### config.mk
export PLATFORM = sky130hd
export DESIGN_NAME = scan_top
export DESIGN_NICKNAME = d
export VERILOG_FILES = /design/src/design/scan_pkg.sv /design/src/design/scan_sequencer.sv /design/src/design/i2c_probe.sv /design/src/design/scan_report.sv /design/src/design/uart_tx.sv /design/src/design/scan_top.sv
export SDC_FILE = /design/constraint.sdc
export NUM_CORES = 1
export LEC_CHECK = 0
export ABC_CLOCK_PERIOD_IN_PS = 5000
export BUFFER_PORTS_ARGS = -buffer_cell sky130_fd_sc_hd__buf_2
export CAP_MARGIN = 20
export CORE_MARGIN = 2
export CORE_UTILIZATION = 65
export DETAILED_ROUTE_END_ITERATION = 12
export MAX_ROUTING_LAYER = met4
export PLACE_DENSITY = 0.81
export SLEW_MARGIN = 15
export SYNTH_ARGS = -nofsm -noshare
export SYNTH_HDL_FRONTEND = slang
export SYNTH_SLANG_ARGS = --single-unit
### constraint.sdc
create_clock -name clk_g -period 5 [get_ports clk_g]
set_clock_uncertainty 0.15 [all_clocks]
set_input_delay 1 -clock clk_g [delete_from_list [all_inputs] [get_ports clk_g]]
set_output_delay 1 -clock clk_g [all_outputs]
set_load 0.01 [all_outputs]
### src/design/scan_pkg.sv
// ==========================================================
// Shared constants and types for the I2C bus scanner
// ==========================================================

package scan_pkg;

    // I2C 7-bit address width
    localparam int ADDR_W = 7;

    // One bus address
    typedef logic [ADDR_W-1:0] addr_t;

    // Scan range, reserved addresses at both ends skipped
    localparam addr_t SCAN_FIRST = 7'h08;
    localparam addr_t SCAN_LAST  = 7'h77;

    // Characters used by the report
    localparam logic [7:0] ASCII_SPACE = 8'h20;
    localparam logic [7:0] ASCII_CR    = 8'h0D;
    localparam logic [7:0] ASCII_LF    = 8'h0A;

    // Bus phases of one address probe
    typedef enum logic [2:0] {
        PH_IDLE  = 3'd0,
        // SDA falls with SCL high
        PH_START = 3'd1,
        // Address and write bit, MSB first
        PH_BIT   = 3'd2,
        // Ninth clock, SDA released
        PH_ACK   = 3'd3,
        // SDA rises with SCL high
        PH_STOP  = 3'd4,
        // One-cycle result strobe
        PH_DONE  = 3'd5
    } probe_phase_e;

endpackage

### src/design/scan_sequencer.sv
`timescale 1ns/100ps

// Steps through the address range, one probe at a time
module scan_sequencer (
    input  logic              clk_g,
    input  logic              rst_i,
    input  logic              trig_i,
    input  logic              probe_done_i,
    input  logic              probe_ack_i,
    input  logic              report_busy_i,
    output logic              probe_start_o,
    output scan_pkg::addr_t   probe_addr_o,
    output logic              scan_end_o,
    output logic              busy_o
);

    typedef enum logic [2:0] {
        SEQ_IDLE,
        SEQ_LAUNCH,
        SEQ_WAIT_PROBE,
        SEQ_WAIT_REPORT,
        SEQ_FINISH
    } seq_state_e;

    seq_state_e      state_q;
    scan_pkg::addr_t addr_q;
    // Set once CR LF has been requested
    logic            end_sent_q;

    // ==========================================================
    // Scan FSM
    // ==========================================================
    always_ff @(posedge clk_g) begin
        if (rst_i) begin
            state_q    <= SEQ_IDLE;
            addr_q     <= scan_pkg::SCAN_FIRST;
            end_sent_q <= 1'b0;
        end else begin
            case (state_q)
                SEQ_IDLE: begin
                    // Triggers only count here, so a trigger while busy is lost
                    if (trig_i) begin
                        addr_q     <= scan_pkg::SCAN_FIRST;
                        end_sent_q <= 1'b0;
                        state_q    <= SEQ_LAUNCH;
                    end
                end
                SEQ_LAUNCH: begin
                    state_q <= SEQ_WAIT_PROBE;
                end
                SEQ_WAIT_PROBE: begin
                    if (probe_done_i) begin
                        // Found a device, let the report print it first
                        if (probe_ack_i) begin
                            state_q <= SEQ_WAIT_REPORT;
                        end else if (addr_q == scan_pkg::SCAN_LAST) begin
                            state_q <= SEQ_FINISH;
                        end else begin
                            addr_q  <= scan_pkg::addr_t'(addr_q + 1'b1);
                            state_q <= SEQ_LAUNCH;
                        end
                    end
                end
                SEQ_WAIT_REPORT: begin
                    // Report busy is already high on entry
                    if (!report_busy_i) begin
                        if (end_sent_q) begin
                            state_q <= SEQ_IDLE;
                        end else if (addr_q == scan_pkg::SCAN_LAST) begin
                            state_q <= SEQ_FINISH;
                        end else begin
                            addr_q  <= scan_pkg::addr_t'(addr_q + 1'b1);
                            state_q <= SEQ_LAUNCH;
                        end
                    end
                end
                SEQ_FINISH: begin
                    // Line end goes out, then wait for it to drain
                    end_sent_q <= 1'b1;
                    state_q    <= SEQ_WAIT_REPORT;
                end
                default: begin
                    state_q <= SEQ_IDLE;
                end
            endcase
        end
    end

    // Strobes decoded from the state
    assign probe_start_o = (state_q == SEQ_LAUNCH);
    assign scan_end_o    = (state_q == SEQ_FINISH);
    assign probe_addr_o  = addr_q;
    assign busy_o        = (state_q != SEQ_IDLE);

endmodule

### src/design/i2c_probe.sv
`timescale 1ns/100ps

// Single-address I2C probe: START, address + W, ACK sample, STOP
module i2c_probe #(
    parameter int I2C_PRESCALER = 250
) (
    input  logic            clk_g,
    input  logic            rst_i,
    input  logic            start_i,
    input  scan_pkg::addr_t addr_i,
    input  logic            scl_i,
    input  logic            sda_i,
    output logic            done_o,
    output logic            ack_o,
    output logic            scl_t_o,
    output logic            sda_t_o,
    output logic            scl_o,
    output logic            sda_o
);

    localparam int CNT_W = (I2C_PRESCALER > 1) ? $clog2(I2C_PRESCALER) : 1;

    scan_pkg::probe_phase_e phase_q;
    logic [CNT_W-1:0]       cnt_q;
    logic [1:0]             quarter_q;
    logic [2:0]             bit_cnt_q;
    logic [7:0]             shift_q;
    logic                   scl_t_q;
    logic                   sda_t_q;
    logic                   ack_q;
    logic                   stall;
    logic                   tick;

    // SCL released but still read low, target is stretching
    assign stall = scl_t_q && !scl_i;
    // End of one quarter SCL period
    assign tick  = (cnt_q == CNT_W'(I2C_PRESCALER - 1)) && !stall;

    // ==========================================================
    // Quarter-period counter
    // ==========================================================
    always_ff @(posedge clk_g) begin
        if (rst_i || phase_q == scan_pkg::PH_IDLE) begin
            cnt_q <= '0;
        end else if (tick) begin
            cnt_q <= '0;
        end else if (!stall) begin
            cnt_q <= cnt_q + 1'b1;
        end
    end

    // Address and write bit, MSB leaves first
    always_ff @(posedge clk_g) begin
        if (phase_q == scan_pkg::PH_IDLE && start_i) begin
            shift_q <= {addr_i, 1'b0};
        end else if (phase_q == scan_pkg::PH_BIT && tick && quarter_q == 2'd3) begin
            shift_q <= {shift_q[6:0], 1'b0};
        end
    end

    // ==========================================================
    // Phase machine
    // ==========================================================
    always_ff @(posedge clk_g) begin
        if (rst_i) begin
            phase_q   <= scan_pkg::PH_IDLE;
            quarter_q <= 2'd0;
            bit_cnt_q <= 3'd0;
            scl_t_q   <= 1'b1;
            sda_t_q   <= 1'b1;
            ack_q     <= 1'b0;
        end else begin
            case (phase_q)
                scan_pkg::PH_IDLE: begin
                    if (start_i) begin
                        phase_q   <= scan_pkg::PH_START;
                        quarter_q <= 2'd0;
                        ack_q     <= 1'b0;
                    end
                end
                scan_pkg::PH_START: begin
                    if (tick) begin
                        if (quarter_q == 2'd0) begin
                            // SDA low under high SCL
                            sda_t_q   <= 1'b0;
                            quarter_q <= 2'd1;
                        end else begin
                            scl_t_q   <= 1'b0;
                            quarter_q <= 2'd0;
                            bit_cnt_q <= 3'd0;
                            phase_q   <= scan_pkg::PH_BIT;
                        end
                    end
                end
                scan_pkg::PH_BIT: begin
                    if (tick) begin
                        quarter_q <= quarter_q + 2'd1;
                        case (quarter_q)
                            // Data changes only while SCL is low
                            2'd0: sda_t_q <= shift_q[7];
                            2'd1: scl_t_q <= 1'b1;
                            2'd3: begin
                                scl_t_q   <= 1'b0;
                                bit_cnt_q <= bit_cnt_q + 3'd1;
                                if (bit_cnt_q == 3'd7) begin
                                    phase_q <= scan_pkg::PH_ACK;
                                end
                            end
                            default: ;
                        endcase
                    end
                end
                scan_pkg::PH_ACK: begin
                    if (tick) begin
                        quarter_q <= quarter_q + 2'd1;
                        case (quarter_q)
                            2'd0: sda_t_q <= 1'b1;
                            2'd1: scl_t_q <= 1'b1;
                            // Middle of SCL high, target pulls low to acknowledge
                            2'd2: ack_q   <= !sda_i;
                            default: begin
                                scl_t_q <= 1'b0;
                                phase_q <= scan_pkg::PH_STOP;
                            end
                        endcase
                    end
                end
                scan_pkg::PH_STOP: begin
                    if (tick) begin
                        quarter_q <= quarter_q + 2'd1;
                        case (quarter_q)
                            2'd0: sda_t_q <= 1'b0;
                            2'd1: scl_t_q <= 1'b1;
                            // SDA rises under high SCL
                            2'd2: sda_t_q <= 1'b1;
                            default: phase_q <= scan_pkg::PH_DONE;
                        endcase
                    end
                end
                scan_pkg::PH_DONE: begin
                    phase_q <= scan_pkg::PH_IDLE;
                end
                default: begin
                    phase_q <= scan_pkg::PH_IDLE;
                end
            endcase
        end
    end

    assign done_o  = (phase_q == scan_pkg::PH_DONE);
    assign ack_o   = ack_q;
    // Open drain, only ever pull low
    assign scl_t_o = scl_t_q;
    assign sda_t_o = sda_t_q;
    assign scl_o   = 1'b0;
    assign sda_o   = 1'b0;

endmodule

### src/design/scan_report.sv
`timescale 1ns/100ps

// Formats found addresses as hex text and ends the line
module scan_report (
    input  logic            clk_g,
    input  logic            rst_i,
    input  logic            done_i,
    input  logic            ack_i,
    input  scan_pkg::addr_t addr_i,
    input  logic            scan_end_i,
    input  logic            tx_busy_i,
    output logic            busy_o,
    output logic            tx_load_o,
    output logic [7:0]      tx_data_o
);

    scan_pkg::addr_t addr_q;
    logic            busy_q;
    // Line end mode, CR LF instead of hex
    logic            eol_q;
    // Characters still to hand over
    logic [1:0]      remain_q;

    // Nibble to upper-case hex digit
    function automatic logic [7:0] hex_char(input logic [3:0] nib);
        if (nib < 4'd10) begin
            return 8'h30 + {4'h0, nib};
        end
        return 8'h37 + {4'h0, nib};
    endfunction

    // Address kept for the three characters
    always_ff @(posedge clk_g) begin
        if (done_i && ack_i) begin
            addr_q <= addr_i;
        end
    end

    // ==========================================================
    // Character counter
    // ==========================================================
    always_ff @(posedge clk_g) begin
        if (rst_i) begin
            busy_q   <= 1'b0;
            eol_q    <= 1'b0;
            remain_q <= 2'd0;
        end else if (done_i && ack_i) begin
            // Two digits and a space
            busy_q   <= 1'b1;
            eol_q    <= 1'b0;
            remain_q <= 2'd3;
        end else if (scan_end_i) begin
            busy_q   <= 1'b1;
            eol_q    <= 1'b1;
            remain_q <= 2'd2;
        end else if (tx_load_o) begin
            remain_q <= remain_q - 2'd1;
        end else if (busy_q && remain_q == 2'd0 && !tx_busy_i) begin
            // Last stop bit is out
            busy_q <= 1'b0;
        end
    end

    // One load per idle period, tx busy follows on the next cycle
    assign tx_load_o = busy_q && (remain_q != 2'd0) && !tx_busy_i;

    // Character picked by mode and count
    always_comb begin
        case ({eol_q, remain_q})
            3'b0_11: tx_data_o = hex_char({1'b0, addr_q[6:4]});
            3'b0_10: tx_data_o = hex_char(addr_q[3:0]);
            3'b1_10: tx_data_o = scan_pkg::ASCII_CR;
            3'b1_01: tx_data_o = scan_pkg::ASCII_LF;
            default: tx_data_o = scan_pkg::ASCII_SPACE;
        endcase
    end

    assign busy_o = busy_q;

endmodule

### src/design/uart_tx.sv
`timescale 1ns/100ps

// 8N1 UART transmitter
module uart_tx #(
    parameter int UART_PRESCALER = 868
) (
    input  logic       clk_g,
    input  logic       rst_i,
    input  logic       load_i,
    input  logic [7:0] data_i,
    output logic       busy_o,
    output logic       tx_o
);

    localparam int CNT_W = (UART_PRESCALER > 1) ? $clog2(UART_PRESCALER) : 1;

    logic [CNT_W-1:0] div_q;
    logic [9:0]       shift_q;
    logic [3:0]       bits_q;
    logic             bit_end;

    // Last clock of one bit time
    assign bit_end = (div_q == CNT_W'(UART_PRESCALER - 1));

    // ==========================================================
    // Bit timing and shift register
    // ==========================================================
    always_ff @(posedge clk_g) begin
        if (rst_i) begin
            div_q   <= '0;
            bits_q  <= 4'd0;
            // Line idles high
            shift_q <= '1;
        end else if (load_i && bits_q == 4'd0) begin
            // Stop, data LSB first, start
            shift_q <= {1'b1, data_i, 1'b0};
            bits_q  <= 4'd10;
            div_q   <= '0;
        end else if (bits_q != 4'd0) begin
            if (bit_end) begin
                div_q   <= '0;
                shift_q <= {1'b1, shift_q[9:1]};
                bits_q  <= bits_q - 4'd1;
            end else begin
                div_q <= div_q + 1'b1;
            end
        end
    end

    assign busy_o = (bits_q != 4'd0);
    assign tx_o   = shift_q[0];

endmodule

### src/design/scan_top.sv
`timescale 1ns/100ps

// I2C bus scanner with UART report
module scan_top #(
    parameter int UART_PRESCALER = 868,
    parameter int I2C_PRESCALER  = 250
) (
    input  logic clk_g,
    input  logic rst_i,
    input  logic trig_i,
    output logic busy_o,
    output logic tx_o,
    input  logic scl_i,
    output logic scl_o,
    output logic scl_t_o,
    input  logic sda_i,
    output logic sda_o,
    output logic sda_t_o
);

    // Sequencer and probe
    logic            probe_start;
    scan_pkg::addr_t probe_addr;
    logic            probe_done;
    logic            probe_ack;
    // Report side
    logic            scan_end;
    logic            report_busy;
    // Transmitter side
    logic            tx_load;
    logic [7:0]      tx_data;
    logic            tx_busy;

    // ==========================================================
    // Decode, execute, result, serial out
    // ==========================================================
    scan_sequencer u_sequencer (
        .clk_g         (clk_g),
        .rst_i         (rst_i),
        .trig_i        (trig_i),
        .probe_done_i  (probe_done),
        .probe_ack_i   (probe_ack),
        .report_busy_i (report_busy),
        .probe_start_o (probe_start),
        .probe_addr_o  (probe_addr),
        .scan_end_o    (scan_end),
        .busy_o        (busy_o)
    );

    i2c_probe #(
        .I2C_PRESCALER (I2C_PRESCALER)
    ) u_probe (
        .clk_g   (clk_g),
        .rst_i   (rst_i),
        .start_i (probe_start),
        .addr_i  (probe_addr),
        .scl_i   (scl_i),
        .sda_i   (sda_i),
        .done_o  (probe_done),
        .ack_o   (probe_ack),
        .scl_t_o (scl_t_o),
        .sda_t_o (sda_t_o),
        .scl_o   (scl_o),
        .sda_o   (sda_o)
    );

    scan_report u_report (
        .clk_g      (clk_g),
        .rst_i      (rst_i),
        .done_i     (probe_done),
        .ack_i      (probe_ack),
        .addr_i     (probe_addr),
        .scan_end_i (scan_end),
        .tx_busy_i  (tx_busy),
        .busy_o     (report_busy),
        .tx_load_o  (tx_load),
        .tx_data_o  (tx_data)
    );

    uart_tx #(
        .UART_PRESCALER (UART_PRESCALER)
    ) u_uart_tx (
        .clk_g  (clk_g),
        .rst_i  (rst_i),
        .load_i (tx_load),
        .data_i (tx_data),
        .busy_o (tx_busy),
        .tx_o   (tx_o)
    );

endmodule

; ---- Yosys cells after proc, flatten, opt, wreduce, memory -nomap -nowiden
; Index checks and enable logic that the tools add are counted.
[classes]
add_sub_neg = 11
order_cmp = 2
n_eq_ne = 45
mux = 84
n_reduce_logical = 53
[ops]
columns = cell, n
row1 = $mux 3, 20
row2 = $mux 8, 6
row3 = $mux 7, 6
row4 = $pmux 8 s4, 1
row5 = $pmux 3 s5, 2
row6 = $mux 9, 3
row7 = $mux 1, 26
row8 = $ne 2x2->1 const B, 12
row9 = $pmux 7 s3, 1
row10 = $ne 2x1->1 const B, 10
row11 = $eq 3x2->1 const B, 6
row12 = $eq 3x3->1 const B, 6
row13 = $reduce_and 9->1, 2
row14 = $reduce_bool 3->1, 5
row15 = $add 6x3->7 const A, 2
row16 = $add 6x4->7 const A, 2
row17 = $reduce_bool 2->1, 7
row18 = $mux 2, 6
row19 = $mux 4, 3
row20 = $logic_and 1x1->1, 11
row21 = $add 10x1->10 const B, 1
row22 = $eq 10x10->1 const B, 1
row23 = $mux 10, 1
row24 = $pmux 1 s2, 5
row25 = 32 further kinds, 50
[word_totals]
regBits = 71
elab_cells = 214

; ---- Logic depth before layout (Yosys ltp)
[depth]
depth_word = 8
ltp_mapped = 8

; ---- Modules after synthesis
; Synthesis repeated with hierarchy kept, for this count alone.
[hier_totals]
hier_cells = 432
area_unflattened_um2 = 4031.4
[by_module_without_submodules]
columns = module, instances, cells_per_inst, area_each_um2, seq_area_each_um2
row1 = i2c_probe, 1, 170, 1541.5, 590.6
row2 = uart_tx, 1, 106, 1116.1, 460.4
row3 = scan_sequencer, 1, 94, 737.0, 220.2
row4 = scan_report, 1, 62, 636.9, 290.3

; ---- Worst setup path after synthesis
; OpenSTA, ideal clock, no wires.
[synth_timing]
kind = input-to-reg
start = input scl_i
end = register u_probe.quarter_q[0]
arrival_ps = 2133
required_ps = 4734
path_slack_ps = 2601
cell_stages = 5
n_path_buf = 0
cell_sequence = nor2b_1 or4_1 o21ai_0 o221ai_1 o211a_1
[synth_between]
elab_chain_len = 6
word_cells_on_any_way = 7
cone_classes = 2 x eq/ne / 5 x reduce/logical
[synth_lines]
columns = element, line_no
row1 = start: declaration, scan_top.sv:13  ; input logic scl_i,
row2 = $logic_not 1->1 *, i2c_probe.sv:35  ; assign stall = scl_t_q && !scl_i;
row3 = $logic_and 1x1->1 *, i2c_probe.sv:35
row4 = $logic_not 1->1 *, i2c_probe.sv:37  ; assign tick = (cnt_q == CNT_W'(I2C_PRESCALER - 1)) && !stall;
row5 = $logic_and 1x1->1 *, i2c_probe.sv:37
row6 = $ne 2x1->1 (no line), n/a
row7 = $reduce_and 4->1 (no line) *, n/a
row8 = end signal: assignment, i2c_probe.sv:97  ; quarter_q <= quarter_q + 2'd1;
row9 = end signal: assignment, i2c_probe.sv:115  ; quarter_q <= quarter_q + 2'd1;
row10 = end signal: assignment, i2c_probe.sv:130  ; quarter_q <= quarter_q + 2'd1;
row11 = end: declaration, i2c_probe.sv:25  ; logic [1:0] quarter_q;
; Every way passes the cells marked *; elsewhere a longest branch is shown, timed or not.
; A chain may end at the register's enable or synchronous reset.

; ---- Worst setup path after layout
[layout_timing]
start = register u_uart_tx.div_q[0]
end = register u_uart_tx.bits_q[3]
[layout_between]
elab_chain_len = 3
[layout_lines]
columns = element, line_no
row1 = start: declaration, uart_tx.sv:17  ; logic [CNT_W-1:0] div_q;
row2 = start signal: assignment, uart_tx.sv:45  ; div_q <= div_q + 1'b1;
row3 = $eq 10x10->1, uart_tx.sv:23  ; assign bit_end = (div_q == CNT_W'(UART_PRESCALER - 1));
row4 = $reduce_bool 2->1 (no line), n/a
row5 = $reduce_and 2->1 (no line), n/a
row6 = end signal: assignment, uart_tx.sv:43  ; bits_q <= bits_q - 4'd1;
row7 = end: declaration, uart_tx.sv:19  ; logic [3:0] bits_q;
; Every way passes these cells.

==> results.rst <==
.. list-table::
   :header-rows: 1

   * - Metric
     - Value
   * - Relative slew slack
     - 36.5%
   * - Average size of a mapped cell
     - 8.88 um2
   * - Post-synthesis sequential area ratio
     - 41.9%
   * - Transition time at the pin with the least slew margin
     - 0.946 ns
   * - Total via count in the routed design
     - 2981
   * - Post-DP HPWL
     - 4850 um
   * - Hold Crit Class
     - flip-flop to flip-flop
   * - Drt drc
     - 0
   * - CTS Buf Count
     - 9
   * - DRT Pass-1 Iters
     - 4
   * - Antenna cells
     - 0
   * - DRT antenna net count
     - 0
   * - Leakage power figure
     - 1.45 nW
   * - Sw frac
     - 31.3%
   * - Total of hold buffers inserted after clock tree synthesis
     - 0
   * - Number of top-level pins
     - 11
   * - Final Hold Violating Endpoints
     - 0
   * - Most frequent cells after synthesis
     - sky130_fd_sc_hd__dfxtp_1, sky130_fd_sc_hd__nand2_1, sky130_fd_sc_hd__nor2_1
   * - Setup slack after placement
     - 2.22 ns
   * - Area of the core region
     - 5540 um2
   * - Top post-synthesis cells by area
     - sky130_fd_sc_hd__dfxtp_1, sky130_fd_sc_hd__edfxtp_1, sky130_fd_sc_hd__ha_1, sky130_fd_sc_hd__nand2_1, sky130_fd_sc_hd__a21oi_1
   * - Setup slack after layout
     - 2.23 ns
   * - Drt wl/cell
     - 14.1 um
   * - Outcome
     - finished clean
   * - Total Routed Length
     - 7000 um
   * - Internal reg-to-reg setup slack
     - 2.23 ns
   * - Data required time at the worst endpoint
     - 5.10 ns
   * - Post-synth EDFFs
     - 14
   * - Global-route wire length before repair
     - 11900 um
   * - Peak supply drop
     - 320 uV
   * - Switching power
     - 0.000461 W
   * - Area of combinational cells with multiple inputs
     - 2020 um2
   * - Die Wd
     - 79.8 um
   * - Overall routing resource usage
     - 24.3%
   * - R2r startpoint
     - u_uart_tx.div_q[0]$_SDFFE_PP0N_
   * - Combinational Power Share
     - 22.7%
   * - Signed area change from the synthesized netlist to the final layout
     - 6.37%
   * - Portion of the clock cycle consumed by the worst path in the final layout
     - 55.5%
   * - Register area
     - 1560 um2
   * - Filler instances
     - 437
   * - Fraction of registers with async set or reset after synthesis
     - 0%
   * - Largest buffer count on any clock path
     - 2
   * - Crit end category
     - flip-flop
   * - Clock-pin slew of the registers on the worst-case setup and hold paths
     - 0.07 ns
   * - CP Data Arrival Time
     - 2.88 ns
   * - Worst R2R Path Depth
     - 6
   * - Clk pwr share
     - 30.1%
   * - Clk_lat worst skew
     - 0.34 ns
   * - Post-synthesis instance total
     - 420
   * - Number of slew-limit violations in the final report
     - 0
   * - Placer congestion estimate
     - 0.884
   * - Cell chosen for the clock root
     - sky130_fd_sc_hd__clkbuf_8
   * - Overflow after GRT
     - 0
   * - Type of element launching the critical path
     - flip-flop
   * - Pwr per Cell Area
     - 371 nW/um2
   * - Share of final-layout standard cells stronger than drive strength 1
     - 9.67%
   * - Cell Area, Placed
     - 3770 um2
   * - Internal
     - 0.00101 W
   * - Post-layout min period
     - 2.77 ns
   * - Fraction of synthesized cell area taken by the top area cell type
     - 30.6%
   * - Worst r2r dst
     - u_uart_tx.bits_q[3]$_SDFFE_PP0P_
   * - Number of antenna violations at the first check in global routing
     - 0
   * - Floorplan row count
     - 27
   * - Largest area contributor in the synthesized netlist
     - sky130_fd_sc_hd__dfxtp_1
   * - Clock tree from TritonCTS
     - built
   * - Number of port buffers
     - 8
   * - Min-delay src
     - u_probe.bit_cnt_q[2]$_SDFFE_PP0P_
   * - Hold path cells
     - 2
   * - Post-cts repair resize count
     - 0
   * - Height of the die
     - 79.8 um
   * - Iteration-0 DRC Markers
     - 119
   * - Setup bufs post-CTS
     - 0
   * - Final setup violating endpoints
     - 0
   * - Register bit count reported by yosys
     - 71
   * - Number of clock sinks
     - 71
   * - Via-per-instance ratio
     - 6.01
   * - Unrepaired setup endpoints after global routing
     - false
   * - Max Freq
     - 360 MHz
   * - Part of the total power dissipated in sequential elements
     - 47.3%
   * - Netlist area before placement
     - 3730 um2
   * - Max Fanout on Critical Path
     - 16
   * - Synthesis warning total
     - 0
   * - Initial cell density of the core
     - 67.3%
   * - Layout net count
     - 440
   * - Largest net degree at the start of global routing
     - 34
   * - Dominant synthesized flop cell
     - sky130_fd_sc_hd__dfxtp_1
   * - Number of levels the H-tree was split into
     - 3
   * - Hold Crit Endpoint
     - u_probe.bit_cnt_q[2]$_SDFFE_PP0P_
   * - Most frequent cell after synthesis
     - sky130_fd_sc_hd__dfxtp_1
   * - Count of distinct cell types in the synthesized netlist
     - 59
   * - Sum of negative setup slack
     - 0 ns
   * - Count of max-cap constraint violations
     - 0
   * - Kind of critical path
     - flip-flop to flip-flop
   * - Die area
     - 6360 um2
   * - Via count of the first global-routing pass
     - 2740
   * - Area of all placed cells without fillers
     - 3970 um2
==> power groups by stage <==
stage / combinational, W / sequential, W / clock (W)
after floorplan: 0.000306 / 0.000668 / 0
after global placement: 0.000323 / 0.000705 / 0
after detailed placement: 0.000331 / 0.000707 / 0
after CTS: 0.000333 / 0.000694 / 0.000452
after global routing: 0.000373 / 0.000705 / 0.000474
final: 0.000333 / 0.000695 / 0.000442
==> per-layer routing <==
metal | wire length, um | global-route usage [%] | vias to the layer above
met2 | 3240 | 38.6 | 68
li1 | - | - | 1513
met5 | 0 | - | -
met4 | 127 | 10.0 | 0
met3 | 282 | 5.66 | 12
met1 | 3350 | 30.0 | 1388
==> state kept, by name, indices dropped and copies added (netlist names) <==
register and flops:
u_report.eol_q 1, u_uart_tx.shift_q 9, u_probe.quarter_q 2, u_probe.sda_t_o 1, u_probe.scl_t_o 1, u_uart_tx.div_q 10, u_sequencer.state_q 3, u_sequencer.end_sent_q 1
u_uart_tx.bits_q 4, u_probe.shift_q 7, u_probe.phase_q 3, u_report.busy_o 1, u_probe.bit_cnt_q 3, u_sequencer.probe_addr_o 7, u_report.addr_q 7, u_probe.ack_o 1
u_report.remain_q 2, u_probe.cnt_q 8
==> stage by stage <==
| stage | utilization (%) | instances | power (W) | hold WS, ns |
|---|---|---|---|---|
| finish | 71.6 | 496 | 0.00147 | 0.315 |
| global route | 71.6 | 496 | 0.00155 | 0.336 |
| CTS | 71.6 | 496 | 0.00148 | 0.315 |
| detailed placement | 68.1 | 480 | 0.00104 | 0.305 |
| global placement | 68.1 | 480 | 0.00103 | 0.293 |
| floorplan | - | 421 | 0.000974 | 0.256 |
==> cells in the final DEF, fill, tap and decap left out, types with 3 or more instances in the layout <==
master                      n
sky130_fd_sc_hd__dfxtp_1   57
sky130_fd_sc_hd__nand2_1   53
sky130_fd_sc_hd__nor2_1    34
sky130_fd_sc_hd__a21oi_1   29
sky130_fd_sc_hd__o21ai_0   18
sky130_fd_sc_hd__inv_1     17
sky130_fd_sc_hd__ha_1      16
sky130_fd_sc_hd__edfxtp_1  14
sky130_fd_sc_hd__nor3_1    11
sky130_fd_sc_hd__clkbuf_8  11
sky130_fd_sc_hd__nand4_1   10
sky130_fd_sc_hd__nand3_1   10
sky130_fd_sc_hd__xor2_1     9
sky130_fd_sc_hd__mux2i_1    9
sky130_fd_sc_hd__a31oi_1    9
sky130_fd_sc_hd__or3_1      8
sky130_fd_sc_hd__buf_2      8
sky130_fd_sc_hd__nor2b_1    7
sky130_fd_sc_hd__xnor2_1    7
sky130_fd_sc_hd__and3_1     6
sky130_fd_sc_hd__or4_1      6
sky130_fd_sc_hd__mux2_2     5
sky130_fd_sc_hd__nand2b_1   5
sky130_fd_sc_hd__nand3b_1   5
sky130_fd_sc_hd__o211ai_1   5
sky130_fd_sc_hd__a22oi_1    3
sky130_fd_sc_hd__o211a_1    3
sky130_fd_sc_hd__or2_2      3
==> final cells by class <==
cell class,instances,share of cell area (%)
Multi-Input combinational cell,312,50.8
Sequential cell,71,39.4
Clock buffer,14,4.64
Tap cell,72,2.27
Inverter,17,1.61
Timing Repair Buffer,8,1.01
Clock inverter,2,0.315
==> worst max path at each step <==
stage	endpoint	start	slack (ns)	cells after the start
2_1_floorplan	u_probe.quarter_q[0]$_SDFFE_PP0P_	scl_i	2.60	5
3_3_place_gp	u_sequencer.probe_addr_o[3]$_SDFFE_PP1P_	trig_i	2.31	6
3_5_place_dp	u_uart_tx.bits_q[3]$_SDFFE_PP0P_	u_uart_tx.div_q[0]$_SDFFE_PP0N_	2.22	6
4_1_cts	u_uart_tx.bits_q[3]$_SDFFE_PP0P_	u_uart_tx.div_q[0]$_SDFFE_PP0N_	2.23	6
5_1_grt	u_uart_tx.bits_q[3]$_SDFFE_PP0P_	u_uart_tx.div_q[0]$_SDFFE_PP0N_	2.06	6
6_report	u_uart_tx.bits_q[3]$_SDFFE_PP0P_	u_uart_tx.div_q[0]$_SDFFE_PP0N_	2.23	6
==> kinds of logic (layout without fill, tap and decap cells) <==
family	count (synthesis)	count (layout)	share of synthesized area, %
xor+xnor	16	16	3.76
fa+ha+maj	16	16	5.37
buf+inv	38	41	4.19
mux	15	15	4.29
compound gates	93	93	16.4
simple gates	170	170	24.0
flops	71	71	41.9
other cells	1	2	0.101
==> critical path, cell delays in order (launching register included) <==
cell	delay, ns
sky130_fd_sc_hd__dfxtp_1	0.36
sky130_fd_sc_hd__ha_1	0.19
sky130_fd_sc_hd__or4b_4	0.49
sky130_fd_sc_hd__nor4_4	0.80
sky130_fd_sc_hd__nor4b_4	0.38
sky130_fd_sc_hd__nor3_1	0.10
sky130_fd_sc_hd__a211oi_2	0.22
Power figures use the tool's default switching activity.
